<file path="config.mk">
export PLATFORM = sky130hd
export DESIGN_NAME = mpu_top
export DESIGN_NICKNAME = d
export VERILOG_FILES = /design/src/mpu_pkg.sv /design/src/mpu_chk_if.sv /design/src/mpu_pma.sv /design/src/mpu_pmp.sv /design/src/mpu_txn_counter.sv /design/src/mpu_err_fsm.sv /design/src/mpu_top.sv
export VERILOG_INCLUDE_DIRS = /design/src
export SDC_FILE = /design/constraint.sdc
export NUM_CORES = 1
export LEC_CHECK = 0
export ABC_AREA = 0
export CAP_MARGIN = 0
export CELL_PAD_IN_SITES_DETAIL_PLACEMENT = 1
export CELL_PAD_IN_SITES_GLOBAL_PLACEMENT = 2
export CORE_MARGIN = 2
export CORE_UTILIZATION = 40
export DETAILED_ROUTE_END_ITERATION = 6
export DONT_BUFFER_PORTS = 1
export PLACE_DENSITY_LB_ADDON = 0.1
export RECOVER_POWER = 50
export SYNTH_ARGS = -nofsm -noshare
export SYNTH_HDL_FRONTEND = slang
export SYNTH_SLANG_ARGS = --single-unit
export TNS_END_PERCENT = 30
</file>
<file path="constraint.sdc">
create_clock -name clk -period 10.5 [get_ports clk]
set_input_delay 1.05 -clock clk [delete_from_list [all_inputs] [get_ports clk]]
set_output_delay 1.05 -clock clk [all_outputs]
set_load 0.01 [all_outputs]
</file>
<file path="src/mpu_settings.svh">
`ifndef MPU_SETTINGS_SVH
`define MPU_SETTINGS_SVH

////////////////////////////////////////////////////////////
// Datapath sizing
////////////////////////////////////////////////////////////

// Address and data width of core and bus ports
`define MPU_ADDR_W 32

// Number of programmable protection regions
`define MPU_PMP_REGIONS 4

// Bus transactions allowed in flight at once
`define MPU_MAX_OUTSTANDING 4

////////////////////////////////////////////////////////////
// Fixed attribute table
////////////////////////////////////////////////////////////

// Main memory is cacheable and bufferable, misaligned access allowed
`define MPU_PMA_MAIN_BASE 32'h0000_0000
`define MPU_PMA_MAIN_END 32'h0000_FFFF

// I/O space is bufferable only, misaligned access faults
`define MPU_PMA_IO_BASE 32'h1000_0000
`define MPU_PMA_IO_END 32'h1000_FFFF

`endif

</file>
<file path="src/mpu_pkg.sv">
`include "mpu_settings.svh"

package mpu_pkg;

  // Status returned with every core response
  typedef enum logic [1:0] {
    MPU_OK       = 2'b00,
    MPU_RD_FAULT = 2'b01,
    MPU_WR_FAULT = 2'b10
  } mpu_status_e;

  // Privilege levels seen by the protection check
  typedef enum logic [1:0] {
    PRIV_U = 2'b00,
    PRIV_M = 2'b11
  } mpu_priv_e;

  // Fault record carried in the response data word
  typedef struct packed {
    logic                    attr_err;
    logic                    prot_err;
    logic [`MPU_ADDR_W-3:0]  addr_lo;
  } mpu_fault_rec_t;

  // Response word is read data on OK, fault record on a fault status
  typedef union packed {
    logic [`MPU_ADDR_W-1:0] rdata;
    mpu_fault_rec_t         fault;
  } mpu_resp_data_u;

  // Region matching modes, 2'b10 (NA4) is not supported
  typedef enum logic [1:0] {
    PMP_OFF   = 2'b00,
    PMP_TOR   = 2'b01,
    PMP_NAPOT = 2'b11
  } pmp_mode_e;

  // Region configuration byte in the usual pmpcfg layout
  typedef struct packed {
    logic      lock;
    logic [1:0] rsvd;
    pmp_mode_e mode;
    logic      x;
    logic      w;
    logic      r;
  } pmp_cfg_t;

endpackage

</file>
<file path="src/mpu_chk_if.sv">
`include "mpu_settings.svh"

// One request's attributes out to the checkers, verdicts back to the FSM
interface mpu_chk_if;

  // Request side, driven by the top from the core port
  logic [`MPU_ADDR_W-1:0] addr;
  logic                   we;
  logic                   misaligned;

  // Verdicts
  logic                   pma_err;
  logic                   pmp_err;
  logic                   cacheable;
  logic                   bufferable;

  // Attribute table lookup
  modport pma (
    input  addr, misaligned,
    output pma_err, cacheable, bufferable
  );

  // Region protection check
  modport pmp (
    input  addr, we,
    output pmp_err
  );

  // Fault FSM sees everything
  modport fsm (
    input addr, we, misaligned, pma_err, pmp_err, cacheable, bufferable
  );

endinterface

</file>
<file path="src/mpu_pma.sv">
`include "mpu_settings.svh"

module mpu_pma (
  mpu_chk_if.pma chk
);

  localparam int AW = `MPU_ADDR_W;

  // Range sizes, both bounds inclusive
  localparam logic [AW-1:0] MAIN_SPAN = `MPU_PMA_MAIN_END - `MPU_PMA_MAIN_BASE;
  localparam logic [AW-1:0] IO_SPAN   = `MPU_PMA_IO_END - `MPU_PMA_IO_BASE;

  logic [AW-1:0] main_off;
  logic [AW-1:0] io_off;
  logic          in_main;
  logic          in_io;

  ////////////////////////////////////////////////////////////
  // Range decode
  ////////////////////////////////////////////////////////////

  // Offset into each range, wraps to a large value below the base
  assign main_off = chk.addr - `MPU_PMA_MAIN_BASE;
  assign io_off   = chk.addr - `MPU_PMA_IO_BASE;

  assign in_main = (main_off <= MAIN_SPAN);
  assign in_io   = (io_off <= IO_SPAN);

  ////////////////////////////////////////////////////////////
  // Attributes
  ////////////////////////////////////////////////////////////

  // Only main memory may be cached
  assign chk.cacheable  = in_main;
  // Both regions accept buffered writes
  assign chk.bufferable = in_main || in_io;

  // Unmapped address, or a split access into I/O space
  assign chk.pma_err = !(in_main || in_io) || (in_io && chk.misaligned);

endmodule

</file>
<file path="src/mpu_pmp.sv">
`include "mpu_settings.svh"

module mpu_pmp (
  input  logic                   clk,
  input  logic                   rst_n,
  mpu_chk_if.pmp                 chk,
  input  mpu_pkg::pmp_cfg_t      pmp_cfg_i [`MPU_PMP_REGIONS],
  input  logic [`MPU_ADDR_W-1:0] pmp_addr_i [`MPU_PMP_REGIONS],
  input  mpu_pkg::mpu_priv_e     priv_lvl_i
);

  import mpu_pkg::*;

  localparam int AW = `MPU_ADDR_W;
  localparam int NR = `MPU_PMP_REGIONS;

  logic [AW-1:0] word_addr;
  logic [AW-1:0] tor_base [NR];
  logic [AW-1:0] napot_mask [NR];
  logic [NR-1:0] region_hit;
  logic          hit;
  pmp_cfg_t      hit_cfg;
  logic          perm_ok;

  // Region registers hold address bits [33:2]
  assign word_addr = {2'b00, chk.addr[AW-1:2]};

  ////////////////////////////////////////////////////////////
  // Per-region match
  ////////////////////////////////////////////////////////////

  always_comb begin : region_match
    // TOR base is the previous region's address, zero below region 0
    tor_base[0] = '0;
    for (int i = 1; i < NR; i++) begin
      tor_base[i] = pmp_addr_i[i-1];
    end

    for (int i = 0; i < NR; i++) begin
      // Trailing ones of the address select the NAPOT size
      napot_mask[i] = ~(pmp_addr_i[i] ^ (pmp_addr_i[i] + AW'(1)));

      case (pmp_cfg_i[i].mode)
        PMP_TOR: begin
          region_hit[i] = (word_addr >= tor_base[i]) && (word_addr < pmp_addr_i[i]);
        end
        PMP_NAPOT: begin
          region_hit[i] = (word_addr & napot_mask[i]) == (pmp_addr_i[i] & napot_mask[i]);
        end
        // OFF never matches
        default: region_hit[i] = 1'b0;
      endcase
    end
  end

  ////////////////////////////////////////////////////////////
  // Priority and privilege
  ////////////////////////////////////////////////////////////

  always_comb begin : region_select
    hit     = 1'b0;
    hit_cfg = '0;

    // Walk downwards so the lowest matching index wins
    for (int i = NR - 1; i >= 0; i--) begin
      if (region_hit[i]) begin
        hit     = 1'b1;
        hit_cfg = pmp_cfg_i[i];
      end
    end

    perm_ok = chk.we ? hit_cfg.w : hit_cfg.r;

    if (priv_lvl_i == PRIV_M) begin
      // Machine mode is only held back by locked regions
      chk.pmp_err = hit && hit_cfg.lock && !perm_ok;
    end else begin
      // User mode needs a region that grants the access
      chk.pmp_err = !hit || !perm_ok;
    end
  end

  // CSR side must never program the unsupported NA4 encoding
  for (genvar g = 0; g < NR; g++) begin : g_mode_chk
    a_mode_legal: assert property (@(posedge clk) disable iff (!rst_n)
      pmp_cfg_i[g].mode inside {PMP_OFF, PMP_TOR, PMP_NAPOT});
  end

endmodule

</file>
<file path="src/mpu_txn_counter.sv">
`include "mpu_settings.svh"

module mpu_txn_counter (
  input  logic clk,
  input  logic rst_n,
  input  logic bus_req_fire_i,
  input  logic bus_resp_valid_i,
  output logic drained_o,
  output logic full_o
);

  localparam int CW = $clog2(`MPU_MAX_OUTSTANDING + 1);
  localparam logic [CW-1:0] CNT_MAX = CW'(`MPU_MAX_OUTSTANDING);

  logic [CW-1:0] cnt_q;

  // Requests up, responses down, both at once cancel out
  always_ff @(posedge clk or negedge rst_n) begin
    if (!rst_n) begin
      cnt_q <= '0;
    end else begin
      case ({bus_req_fire_i, bus_resp_valid_i})
        2'b10:   cnt_q <= cnt_q + CW'(1);
        2'b01:   cnt_q <= cnt_q - CW'(1);
        default: cnt_q <= cnt_q;
      endcase
    end
  end

  // Nothing left after this cycle
  assign drained_o = (cnt_q == '0) || ((cnt_q == CW'(1)) && bus_resp_valid_i);
  assign full_o    = (cnt_q == CNT_MAX);

  // A wrapped count lands above the limit
  a_no_underflow: assert property (@(posedge clk) disable iff (!rst_n)
    cnt_q <= CNT_MAX);

  // Bus side only answers requests it has seen
  a_no_resp_at_zero: assert property (@(posedge clk) disable iff (!rst_n)
    bus_resp_valid_i |-> (cnt_q != '0));

endmodule

</file>
<file path="src/mpu_err_fsm.sv">
`include "mpu_settings.svh"

module mpu_err_fsm (
  input  logic                   clk,
  input  logic                   rst_n,
  mpu_chk_if.fsm                 chk,
  input  logic                   core_req_valid_i,
  output logic                   core_req_ready_o,
  output logic                   bus_req_valid_o,
  input  logic                   bus_req_ready_i,
  input  logic                   bus_resp_valid_i,
  input  logic [`MPU_ADDR_W-1:0] bus_resp_rdata_i,
  input  logic                   drained_i,
  input  logic                   full_i,
  output logic                   core_resp_valid_o,
  output mpu_pkg::mpu_status_e   core_resp_status_o,
  output mpu_pkg::mpu_resp_data_u core_resp_data_o
);

  import mpu_pkg::*;

  typedef enum logic [2:0] {
    IDLE,
    RD_WAIT,
    WR_WAIT,
    RD_RESP,
    WR_RESP
  } state_e;

  state_e         state_q;
  state_e         state_d;
  logic           mpu_err;
  logic           block_core;
  logic           block_bus;
  logic           err_ready;
  logic           err_valid;
  mpu_status_e    err_status;
  mpu_fault_rec_t fault_q;

  assign mpu_err = chk.pma_err || chk.pmp_err;

  ////////////////////////////////////////////////////////////
  // Fault consuming FSM
  ////////////////////////////////////////////////////////////

  always_comb begin
    state_d    = state_q;
    block_core = 1'b0;
    block_bus  = 1'b0;
    err_ready  = 1'b0;
    err_valid  = 1'b0;
    err_status = MPU_OK;

    case (state_q)
      IDLE: begin
        if (core_req_valid_i && mpu_err) begin
          // Swallow the request, it never reaches the bus
          block_bus = 1'b1;
          err_ready = 1'b1;
          if (chk.we) begin
            state_d = drained_i ? WR_RESP : WR_WAIT;
          end else begin
            state_d = drained_i ? RD_RESP : RD_WAIT;
          end
        end
      end
      RD_WAIT, WR_WAIT: begin
        // Hold off new traffic until older responses are back
        block_bus  = 1'b1;
        block_core = 1'b1;
        if (drained_i) begin
          state_d = (state_q == RD_WAIT) ? RD_RESP : WR_RESP;
        end
      end
      RD_RESP, WR_RESP: begin
        block_bus  = 1'b1;
        block_core = 1'b1;
        err_valid  = 1'b1;
        err_status = (state_q == RD_RESP) ? MPU_RD_FAULT : MPU_WR_FAULT;
        // core is always ready for a response
        state_d    = IDLE;
      end
      default: state_d = IDLE;
    endcase
  end

  always_ff @(posedge clk or negedge rst_n) begin
    if (!rst_n) begin
      state_q <= IDLE;
    end else begin
      state_q <= state_d;
    end
  end

  // Fault record captured when the bad request is consumed
  always_ff @(posedge clk) begin
    if (err_ready) begin
      fault_q.attr_err <= chk.pma_err;
      fault_q.prot_err <= chk.pmp_err;
      fault_q.addr_lo  <= chk.addr[`MPU_ADDR_W-3:0];
    end
  end

  ////////////////////////////////////////////////////////////
  // Request gating and response merge
  ////////////////////////////////////////////////////////////

  // Full counter also holds back the bus so nothing is accepted twice
  assign bus_req_valid_o  = core_req_valid_i && !block_bus && !full_i;
  assign core_req_ready_o = (bus_req_ready_i && !block_core && !full_i) || err_ready;

  assign core_resp_valid_o  = bus_resp_valid_i || err_valid;
  assign core_resp_status_o = err_status;

  always_comb begin
    core_resp_data_o.rdata = bus_resp_rdata_i;
    if (err_valid) begin
      core_resp_data_o.fault = fault_q;
    end
  end

  // Draining guarantees the fault slot is free of bus traffic
  a_resp_exclusive: assert property (@(posedge clk) disable iff (!rst_n)
    !(err_valid && bus_resp_valid_i));

endmodule

</file>
<file path="src/mpu_top.sv">
`include "mpu_settings.svh"

module mpu_top (
  input  logic                    clk,
  input  logic                    rst_n,
  // Core request
  input  logic                    core_req_valid_i,
  output logic                    core_req_ready_o,
  input  logic [`MPU_ADDR_W-1:0]  core_req_addr_i,
  input  logic                    core_req_we_i,
  input  logic [`MPU_ADDR_W-1:0]  core_req_wdata_i,
  input  logic                    core_req_misaligned_i,
  // Protection state
  input  mpu_pkg::mpu_priv_e      priv_lvl_i,
  input  mpu_pkg::pmp_cfg_t       pmp_cfg_i [`MPU_PMP_REGIONS],
  input  logic [`MPU_ADDR_W-1:0]  pmp_addr_i [`MPU_PMP_REGIONS],
  // Bus request
  output logic                    bus_req_valid_o,
  input  logic                    bus_req_ready_i,
  output logic [`MPU_ADDR_W-1:0]  bus_req_addr_o,
  output logic                    bus_req_we_o,
  output logic [`MPU_ADDR_W-1:0]  bus_req_wdata_o,
  output logic [1:0]              bus_req_memtype_o,
  // Responses
  input  logic                    bus_resp_valid_i,
  input  logic [`MPU_ADDR_W-1:0]  bus_resp_rdata_i,
  output logic                    core_resp_valid_o,
  output mpu_pkg::mpu_status_e    core_resp_status_o,
  output mpu_pkg::mpu_resp_data_u core_resp_data_o
);

  logic bus_req_fire;
  logic drained;
  logic full;

  mpu_chk_if i_chk ();

  // Request attributes into the checkers
  assign i_chk.addr       = core_req_addr_i;
  assign i_chk.we         = core_req_we_i;
  assign i_chk.misaligned = core_req_misaligned_i;

  // Payload passes straight to the bus
  assign bus_req_addr_o    = core_req_addr_i;
  assign bus_req_we_o      = core_req_we_i;
  assign bus_req_wdata_o   = core_req_wdata_i;
  // Memtype bit 1 cacheable, bit 0 bufferable
  assign bus_req_memtype_o = {i_chk.cacheable, i_chk.bufferable};

  assign bus_req_fire = bus_req_valid_o && bus_req_ready_i;

  mpu_pma i_pma (
    .chk (i_chk)
  );

  mpu_pmp i_pmp (
    .clk        (clk),
    .rst_n      (rst_n),
    .chk        (i_chk),
    .pmp_cfg_i  (pmp_cfg_i),
    .pmp_addr_i (pmp_addr_i),
    .priv_lvl_i (priv_lvl_i)
  );

  mpu_txn_counter i_txn_counter (
    .clk              (clk),
    .rst_n            (rst_n),
    .bus_req_fire_i   (bus_req_fire),
    .bus_resp_valid_i (bus_resp_valid_i),
    .drained_o        (drained),
    .full_o           (full)
  );

  mpu_err_fsm i_err_fsm (
    .clk                (clk),
    .rst_n              (rst_n),
    .chk                (i_chk),
    .core_req_valid_i   (core_req_valid_i),
    .core_req_ready_o   (core_req_ready_o),
    .bus_req_valid_o    (bus_req_valid_o),
    .bus_req_ready_i    (bus_req_ready_i),
    .bus_resp_valid_i   (bus_resp_valid_i),
    .bus_resp_rdata_i   (bus_resp_rdata_i),
    .drained_i          (drained),
    .full_i             (full),
    .core_resp_valid_o  (core_resp_valid_o),
    .core_resp_status_o (core_resp_status_o),
    .core_resp_data_o   (core_resp_data_o)
  );

endmodule

</file>
# After elaboration in Yosys (flattened, before gate mapping)
# Index checks and enable logic that the tools add are counted.
# totals
regBits,38
elab_cells,125
inputBits,265
out_inout_bits,104
# classes
addsub,7
reduce_logical,34
n_eq_ne,23
muxes,30
bitwise,16
order_cmp,10
# op_table
cell,count
$add A32 B1 Y32 const B,4
$and A30 B32 Y32,4
$and A32 B32 Y32,4
$eq A32 B32 Y1,4
$lt A30 B32 Y1,4
$not A32 Y32,4
$xor A32 B32 Y32,4
$ge A30 B32 Y1,3
$le A32 B16 Y1 const B,2
$mux W32,1
$mux W8,4
$sub A32 B29 Y32 const B,1
$ge A30 B1 Y1 const B,1
$mux W3,5
$logic_and A1 B1 Y1,14
$eq A2 B2 Y1 const B,6
$pmux W3 S2,2
$eq A2 B1 Y1 const B,5
$mux W1,10
$pmux W1 S2,5
$logic_or A1 B1 Y1,7
$eq A3 B1 Y1 const B,2
$eq A3 B2 Y1 const B,2
$eq A3 B3 Y1 const B,2
10 further kinds,20

# Longest topological paths before layout
# Gate-level depths: netlist of run 1.
# logic_depth
word_depth,24
depth_mapped,30
depth_no_buf,30

# Hierarchy
# From an unflattened synthesis of run 1, not the netlist that was laid out.
# unflattened
cells_unflattened,1400
hier_area_um2,11192.0
# by_module_without_submodules
module,cells_each,instances,seq_area_each_um2,area_each_um2
mpu_pmp,1204,1,0.0,8675.8
mpu_err_fsm,99,1,1036.0,1742.9
mpu_top,68,1,0.0,509.2
mpu_txn_counter,21,1,75.1,212.7
mpu_pma,8,1,0.0,51.3

# Least setup slack after synthesis of run 1
# No wires, ideal clock.
# synth_timing
kind,input port to flip-flop
startpoint,input pmp_addr_i[96] (netlist bit)
endpoint,register i_err_fsm.fault_q[0] (netlist bit) (enable)
setup_ps,421
arrival_ps,6474
stages,26
path_buffers,0
path_slack_ps,3605
t_required_ps,10079
cell_sequence,nand3_1 -> nor2_1 -> nand4_1 -> nor3_1 -> nand2_1 -> nor2_1 -> inv_1 -> nor4_1 -> inv_1 -> nor4_1 -> nand2_1 -> nor2_1 -> inv_1 -> or3_1 -> ha_1 -> xor2_1 -> nand2_1 -> xor2_1 -> nand4_1 -> nor4_1 -> nand4_1 -> o21ai_0 -> o211ai_1 -> nand3_1 -> o21ai_2 -> nor2_1
# synth_via
elab_chain_cells,15
# synth_rtl
item,line_no,text
from (decl),mpu_top.sv:16,"input logic [`MPU_ADDR_W-1:0] pmp_addr_i [`MPU_PMP_REGIONS],"
$add A32 B1 Y32,mpu_pmp.sv:41,napot_mask[i] = ~(pmp_addr_i[i] ^ (pmp_addr_i[i] + AW'(1)));
$xor A32 B32 Y32,mpu_pmp.sv:41,
$not A32 Y32,mpu_pmp.sv:41,
$and A30 B32 Y32 or $and A32 B32 Y32 (tied branches),mpu_pmp.sv:48,region_hit[i] = (word_addr & napot_mask[i]) == (pmp_addr_i[i] & napot_mask[i]);
$eq A32 B32 Y1,mpu_pmp.sv:48,
$pmux W1 S2,mpu_pmp.sv:43,case (pmp_cfg_i[i].mode)
$mux W8,mpu_pmp.sv:66,if (region_hit[i]) begin
$mux W1,mpu_pmp.sv:72,perm_ok = chk.we ? hit_cfg.w : hit_cfg.r;
$logic_not A1 Y1,"mpu_pmp.sv:76, mpu_pmp.sv:79",
$logic_or A1 B1 Y1 or $logic_and A1 B1 Y1 (tied branches),"mpu_pmp.sv:79, mpu_pmp.sv:76",
$mux W1 (*),mpu_pmp.sv:74,if (priv_lvl_i == PRIV_M) begin
$logic_or A1 B1 Y1 (*),mpu_err_fsm.sv:40,assign mpu_err = chk.pma_err || chk.pmp_err;
$logic_and A1 B1 Y1 (*),mpu_err_fsm.sv:56,if (core_req_valid_i && mpu_err) begin
$mux W1 (*),mpu_err_fsm.sv:56,
$mux W1 (*),mpu_err_fsm.sv:54,case (state_q)
via i_err_fsm.err_ready,mpu_err_fsm.sv:35,logic err_ready;
to (decl),mpu_err_fsm.sv:38,mpu_fault_rec_t fault_q;
# The timed path passes the listed nets; every way through them passes the cells marked *.
# A chain may end at the register's enable or synchronous reset.

# Worst setup path in the final report of run 1
# layout_timing
startpoint,input pmp_addr_i[96] (netlist bit)
endpoint,output core_req_ready_o
# layout_via
elab_chain_cells,16
# layout_rtl
item,line_no,text
$add A32 B1 Y32,mpu_pmp.sv:41,
$xor A32 B32 Y32,mpu_pmp.sv:41,
$not A32 Y32,mpu_pmp.sv:41,
$and A30 B32 Y32 or $and A32 B32 Y32 (tied branches),mpu_pmp.sv:48,
$eq A32 B32 Y1,mpu_pmp.sv:48,
$pmux W1 S2,mpu_pmp.sv:43,
$mux W8,mpu_pmp.sv:66,
$mux W1,mpu_pmp.sv:72,
$logic_not A1 Y1,"mpu_pmp.sv:76, mpu_pmp.sv:79",
$logic_or A1 B1 Y1 or $logic_and A1 B1 Y1 (tied branches),"mpu_pmp.sv:79, mpu_pmp.sv:76",
$mux W1 (*),mpu_pmp.sv:74,
$logic_or A1 B1 Y1 (*),mpu_err_fsm.sv:40,
$logic_and A1 B1 Y1 (*),mpu_err_fsm.sv:56,
$mux W1 (*),mpu_err_fsm.sv:56,
$mux W1 (*),mpu_err_fsm.sv:54,
$logic_or A1 B1 Y1 (*),mpu_err_fsm.sv:110,assign core_req_ready_o = (bus_req_ready_i && !block_core && !full_i) || err_ready;
to (decl),mpu_top.sv:8,"output logic core_req_ready_o,"
# Mark *: on every way between the ends. The rest lies on a longest branch, timed or not.

==> results of run 1 <==
-- flip-flops by register name, indices dropped and copies added (netlist names) --
register / cells
i_err_fsm.fault_q: 32
i_txn_counter.cnt_q: 3
i_err_fsm.state_q: 3
-- Yosys cell counts, types with 4 or more instances --
master,count
nand4_1,53
o31ai_1,4
a21o_1,10
a211oi_1,4
dfrtp_1,6
and3_1,16
mux2i_1,4
clkbuf_1,6
or2_2,7
inv_1,167
buf_4,67
xor2_1,102
nor4b_1,8
nor2_1,54
o21a_1,5
mux2_2,32
nor3_1,23
o21ai_0,30
ha_1,243
a2111oi_0,4
nor3b_1,4
nand3_1,55
and4_1,17
o211ai_1,8
nor2b_1,4
a21oi_1,57
nand3b_1,5
edfxtp_1,32
or4_1,9
a21boi_0,9
and2_1,6
nand2_1,150
xnor2_1,104
nor4_1,29
nand2b_1,6
or3_1,15
-- report_power, final --
part           internal [mW]  switching [mW]  total [mW]
Sequential             0.212          0.0277       0.240
Clock                  0.124          0.0673       0.191
Combinational          0.217           0.261       0.478
Total                  0.552           0.356       0.909
-- area by class of cell --
class / count / share of cell area (%)
Inverter: 167 / 5.561
Multi-Input combinational cell: 1128 / 78.71
Sequential cell: 38 / 9.857
Tap cell: 378 / 4.196
Clock buffer: 8 / 1.676
-- stage by stage --
stage | util [%] | setup slack [ps] | cells
floorplan | - | 3605 | 1409
global placement | 40.11 | 2495 | 1711
detailed placement | 40.11 | 2312 | 1711
CTS | 40.80 | 2287 | 1719
global route | 40.80 | 1670 | 1719
finish | 40.80 | 2384 | 1719
-- kinds of logic (layout without fill, tap and decap cells) --
kind of cell    Yosys count  in the layout  share of synthesized area [%]
simple gates            474            474                          22.35
fa+ha+maj               243            243                          27.29
buf+inv                 243            175                          10.45
xor+xnor                206            206                          16.20
compound gates          169            169                          10.14
flops                    38             38                          9.974
mux                      36             36                          3.594
-- worst min-delay path by stage --
stage,from,end,slack [ps]
finish,rst_n,i_err_fsm.state_q[0],450
detailed placement,i_txn_counter.cnt_q[2],i_txn_counter.cnt_q[2],510
CTS,rst_n,i_err_fsm.state_q[0],440
global route,rst_n,i_err_fsm.state_q[0],440
global placement,i_txn_counter.cnt_q[2],i_txn_counter.cnt_q[2],500
floorplan,i_txn_counter.cnt_q[1],i_txn_counter.cnt_q[1],480
-- metal layers --
metal	global-route usage, %	vias to the layer above	part of all wire (%)
met4	5.416	2	2.0
met5	0	-	0.032
met3	5.390	46	7.3
met1	32.37	4733	42
met2	49.60	293	49
li1	-	4804	-
==> summary.txt, run 1 <==
Logic synthesis
  • Async SR Flop Fraction: 15.79%
  • Number of synthesized flops with an enable pin: 32
  • Post-synthesis sequential area ratio: 9.974%
  • Ys Warns: 0
  • Post-synth top area cell: ha_1
  • Distinct cells, synth: 71
  • Area contributors post-synth: ha_1, edfxtp_1, xnor2_1, xor2_1, inv_1
  • Syn Area/Cell: 7.906 µm²
  • Yosys reg bits: 38
  • Gate Count Post-Synth: 1409
  • Synth Net Count: 1917
  • Post-Syn Area: 11140 µm²
  • Ys flop type: edfxtp_1
  • Synth top area share: 27.29%

Setup path
  • CP peak stage delay: 710 ps
  • Crit. End Element: output pin
  • Worst setup path category: primary input to output pin
  • CP Launch Type: primary input
  • Worst Setup SP: pmp_addr_i[96]
  • Crit path max-delay cell type: o21ai_0
  • Stages on worst setup path: 26
  • CP arrival: 7070 ps
  • Worst reg2reg setup slack: 8370 ps
  • Worst r2r dst: i_err_fsm.fault_q[13]
  • CP top delay family: simple AND/OR/NAND/NOR gates
  • Critical-path maximum fanout: 7
  • CP bufs+invs: 3
  • Critical Path End: core_req_ready_o
  • Worst reg-to-reg path cell count: 2
  • CP required: 9450 ps
  • RR Startpoint: i_err_fsm.state_q[2]

CTS
  • TritonCTS Buffers: 5
  • Post-CTS resize count: 0
  • H-tree depth: 2
  • Clk_lat worst skew: 290 ps
  • Clock Pin Slew Worst Setup and Hold Paths: 60 ps
  • CTS max path bufs: 2
  • CTS tree: built
  • CTS Sinks: 38
  • Hold_buf cts: 0
  • CTS root buf: clkbuf_16
  • Setup repair bufs after CTS: 0

STA
  • Count of pins over their slew limit: 0
  • Worst Skew: 5.467 ps
  • Slew headroom: 28.59%
  • Worst hold margin: 447.2 ps
  • Post-layout min period: 8116 ps
  • RSZ-0062 raised after global routing: false
  • Fmax: 123.2 MHz
  • Fin Setup TNS: 0 ps
  • Final count of hold timing violations: 0
  • Slew @ Worst Pin: 1061 ps
  • # setup viols final: 0
  • Final period util: 77.30%

Global route
  • GRT Total Usage: 26.95%
  • Largest net degree at the start of global routing: 33
  • First-pass GRT wire length: 58.55 mm
  • GRT overflow: 0
  • Initial antenna violation count: 1
  • Vias in the first global route: 9946

Die
  • Ports: 369
  • Die width: 170.9 µm
  • # rows: 61
  • Core Footprint: 27630 µm²
  • Die height: 170.9 µm
  • Initial Util: 40.32%
  • Die area: 29200 µm²

Layout
  • Post-route cell area: 11270 µm²
  • Number of inserted diodes: 0
  • Area delta synth->final: 1.191%
  • Most common cell after layout, fill and taps aside: ha_1
  • # fillers: 3433
  • Layout cells sized above 1: 4.176%
  • Final nets: 1848
  • Register area: 1111 µm²
  • Multi-input logic area: 8872 µm²
  • Most frequent cells in the layout: ha_1, inv_1, nand2_1

Routing
  • WL/cell: 23.43 µm
  • Final wirelength: 40.28 mm
  • Vias: 9878
  • Detailed Routing Iterations Pass 1: 4
  • Antenna Violating Nets Remaining: 0
  • DR vias/cell: 5.746
  • Number of DRC markers in iteration 0: 354
  • Remaining DRCs: 0

Outcome
  • Status: completed

Hold path
  • Worst hold path type: primary input to asynchronous set/reset pin

Power
  • Power per standard cell area: 80.61 nW/µm²
  • Tot Pwr: 908.6 µW
  • Leakage: 4.918 nW
  • Peak supply drop: 53.91 µV

Placed design
  • Area after DPL: 11080 µm²
  • Routability Congestion: 0.8277
  • HPWL after DPL: 33.63 mm
  • PortBufs: 0

Job
  • Max-cap violations: 0
Note: power is estimated with default switching activity, not from simulation.
==> run 2: changes to the inputs <==
--- a/config.mk
+++ b/config.mk
@@ -11,7 +11,7 @@
 export CELL_PAD_IN_SITES_DETAIL_PLACEMENT = 1
 export CELL_PAD_IN_SITES_GLOBAL_PLACEMENT = 2
 export CORE_MARGIN = 2
-export CORE_UTILIZATION = 40
+export CORE_UTILIZATION = 37
 export DETAILED_ROUTE_END_ITERATION = 6
 export DONT_BUFFER_PORTS = 1
 export PLACE_DENSITY_LB_ADDON = 0.1
==> constraint.sdc (replaced) <==
create_clock -name clk -period 8.2 [get_ports clk]
set_input_delay 0.82 -clock clk [delete_from_list [all_inputs] [get_ports clk]]
set_output_delay 0.82 -clock clk [all_outputs]
set_load 0.01 [all_outputs]
==> summary.txt, run 2 (synthesized netlist as in run 1, its figures left out) <==
Outcome
  • Status: completed

Power
  • Pint: 700.8 µW (+27%)
  • Psw: 459.6 µW (+29%)
  • Leakage: 4.919 nW (about the same)
  • Part of the power in registers: 26.3% (about the same)
  • Power per standard cell area: 102.7 nW/µm² (+27%)
  • Peak supply drop: 77.33 µV (+43%)
  • Net Sw Frac: 39.61% (+0.38 points)
  • Comb pwr share: 53.3% (+0.7 points)
  • Clock power frac: 20.4% (-0.6 points)

Die
  • Ports: 369 (unchanged)
  • Core Footprint: 29640 µm² (+7.3%)
  • # rows: 63 (+3.3%)
  • Die area: 31510 µm² (+7.9%)
  • Die height: 177.5 µm (+3.9%)
  • Die width: 177.5 µm (+3.9%)
  • Initial Util: 37.58% (-2.7 points)

STA
  • Final count of hold timing violations: 0 (unchanged)
  • Slew headroom: 31.39% (+2.8 points)
  • Fin Setup TNS: 0 ps (unchanged)
  • RSZ-0062 raised after global routing: false
  • Final period util: 90.85%
  • Worst Skew: 6.583 ps (+1.116 ps)
  • Fmax: 134.2 MHz
  • Post-layout min period: 7450 ps
  • Count of pins over their slew limit: 0 (unchanged)
  • # setup viols final: 0 (unchanged)
  • Slew @ Worst Pin: 1020 ps (-41.66 ps)

Routing
  • WL/cell: 24.50 µm (+4.6%)
  • Detailed Routing Iterations Pass 1: 4 (unchanged)
  • Vias: 9902 (+0.24%)
  • Remaining DRCs: 0 (unchanged)
  • DR vias/cell: 5.710 (-0.62%)
  • Final wirelength: 42.49 mm (+5.5%)
  • Number of DRC markers in iteration 0: 371 (+4.8%)
  • Antenna Violating Nets Remaining: 0 (unchanged)

Layout
  • Final nets: 1849 (+0.054%)
  • # fillers: 3640 (+6.0%)
  • Post-route cell area: 11290 µm² (+0.20%)
  • Largest Register: i_err_fsm.fault_q
  • Fin cells: 1734 (+0.87%)
  • Most frequent cells in the layout: ha_1, inv_1, nand2_1
  • Area delta synth->final: 1.393%
  • Layout cells sized above 1: 4.247% (+0.071 points)
  • Largest registers: i_err_fsm.fault_q (32), i_err_fsm.state_q (3), i_txn_counter.cnt_q (3)
  • Largest register FFs: 32 (unchanged)
  • Most common cell after layout, fill and taps aside: ha_1

Placed design
  • PortBufs: 0 (unchanged)
  • Placed instance count: 1724 (+0.76%)
  • Routability Congestion: 0.8110 (-2.0%)
  • HPWL after DPL: 34.84 mm (+3.6%)
  • Area after DPL: 11110 µm² (+0.20%)

Setup path
  • Worst Setup SP: pmp_addr_i[96]
  • Crit. End Element: output pin
  • Crit path max-delay cell type: nor4_1
  • RR Startpoint: i_err_fsm.state_q[2]
  • Critical-path maximum fanout: 7 (unchanged)
  • CP arrival: 6630 ps (-440 ps)
  • Worst setup path category: primary input to output pin
  • CP Launch Type: primary input
  • CP peak stage delay: 550 ps (-160 ps)
  • Worst reg-to-reg path cell count: 3 (+1)
  • CP required: 7380 ps (-2070 ps)

Global route
  • Largest net degree at the start of global routing: 33 (unchanged)
  • GRT overflow: 0 (unchanged)
  • M2 GR Usage: 48.42% (-1.2 points)
  • Vias in the first global route: 10110 (+1.6%)
  • Initial antenna violation count: 3 (+2)
  • First-pass GRT wire length: 61.74 mm (+5.5%)
  • GRT Max-Usage Layer: met2
  • Met3 usage: 5.227% (-0.16 points)
  • Met1 Track Usage GR: 32.18% (-0.18 points)
  • GRT Total Usage: 26.48% (-0.47 points)

CTS
  • Clk_lat worst skew: 290 ps (about the same)
  • Clock Pin Slew Worst Setup and Hold Paths: 60 ps (about the same)
  • Hold_buf cts: 0 (unchanged)
  • CTS root buf: clkbuf_16
  • CTS max path bufs: 2 (unchanged)
  • H-tree depth: 2 (unchanged)
  • CTS Sinks: 38 (unchanged)
  • TritonCTS Buffers: 5 (unchanged)
  • Setup repair bufs after CTS: 0 (unchanged)
  • CTS tree: built

Hold path
  • Worst hold path type: primary input to asynchronous set/reset pin

Job
  • Max-cap violations: 0 (unchanged)
run 2: cell count changes in the layout (fill, tap and decap cells not counted):
cell,previous run,this run
buf_4,0,1
clkbuf_8,1,0
clkinv_4,0,1
diode_2,0,2
o21ai_0,30,29
o21ai_1,0,1
run 2: layout make-up:
type,instances,area [µm²],share of cell area [%]
well taps,390,488.0,4.320
clock buffers,7,175.2,1.551
multi-input cells,1128,8872,78.55
inverters,167,626.9,5.550
repair buffers,1,7.507,0.06647
flip-flops and latches,38,1111,9.837
clock inverters,1,8.758,0.07755
diodes,2,5.005,0.04431
run 2: metrics by stage:
step / setup WS [ps] / total power [mW] / hold slack (ps) / utilization (%)
6_report: 750.2 / 1.160 / 221.6 / 38.11
5_1_grt: 185.4 / 1.257 / 214.6 / 38.10
4_1_cts: 573.1 / 1.171 / 216.7 / 38.09
3_5_place_dp: 600.4 / 0.9304 / 519.4 / 37.47
3_3_place_gp: 874.9 / 0.9166 / 501.6 / 37.47
2_1_floorplan: 1535 / 0.8327 / 478.2 / -
run 2: path summary, 6_finish.rpt:
check | endpoint | slack [ps]
max | core_req_ready_o | 750
min | i_txn_counter.cnt_q[1] | 220
max reg2reg | i_err_fsm.fault_q[3] | 6170
min reg2reg | i_txn_counter.cnt_q[2] | 530
max in group asynchronous | i_err_fsm.state_q[2] | 7910
min in group clk | i_txn_counter.cnt_q[2] | 530
run 2: power groups by stage:
| stage | clock [mW] | combinational, mW | sequential (mW) |
|---|---|---|---|
| global route | 0.245 | 0.701 | 0.311 |
| global placement | 0 | 0.609 | 0.307 |
| CTS | 0.239 | 0.626 | 0.305 |
| finish | 0.236 | 0.619 | 0.306 |
| detailed placement | 0 | 0.622 | 0.309 |
| floorplan | 0 | 0.545 | 0.288 |
run 2: repair_timing:
| action | 4_1_cts | 5_1_grt |
|---|---|---|
| gates resized for setup | 0 | 1 |
| hold endpoints to repair | 0 | 0 |
| setup endpoints to repair | 0 | 1 |
run 2: layer usage:
| layer | routed length (µm) | part of all wire, % |
|---|---|---|
| met4 | 594 | 1.4 |
| met2 | 21180 | 50 |
| met3 | 2563 | 6.0 |
| met1 | 18150 | 43 |
| met5 | 0 | 0 |
run 2: critical path, delay by kind of cell:
family	cells	cell delay, ps
buf+inv	3	360
simple gates	16	3600
fa+ha+maj	1	300
xor+xnor	2	310
compound gates	4	1240
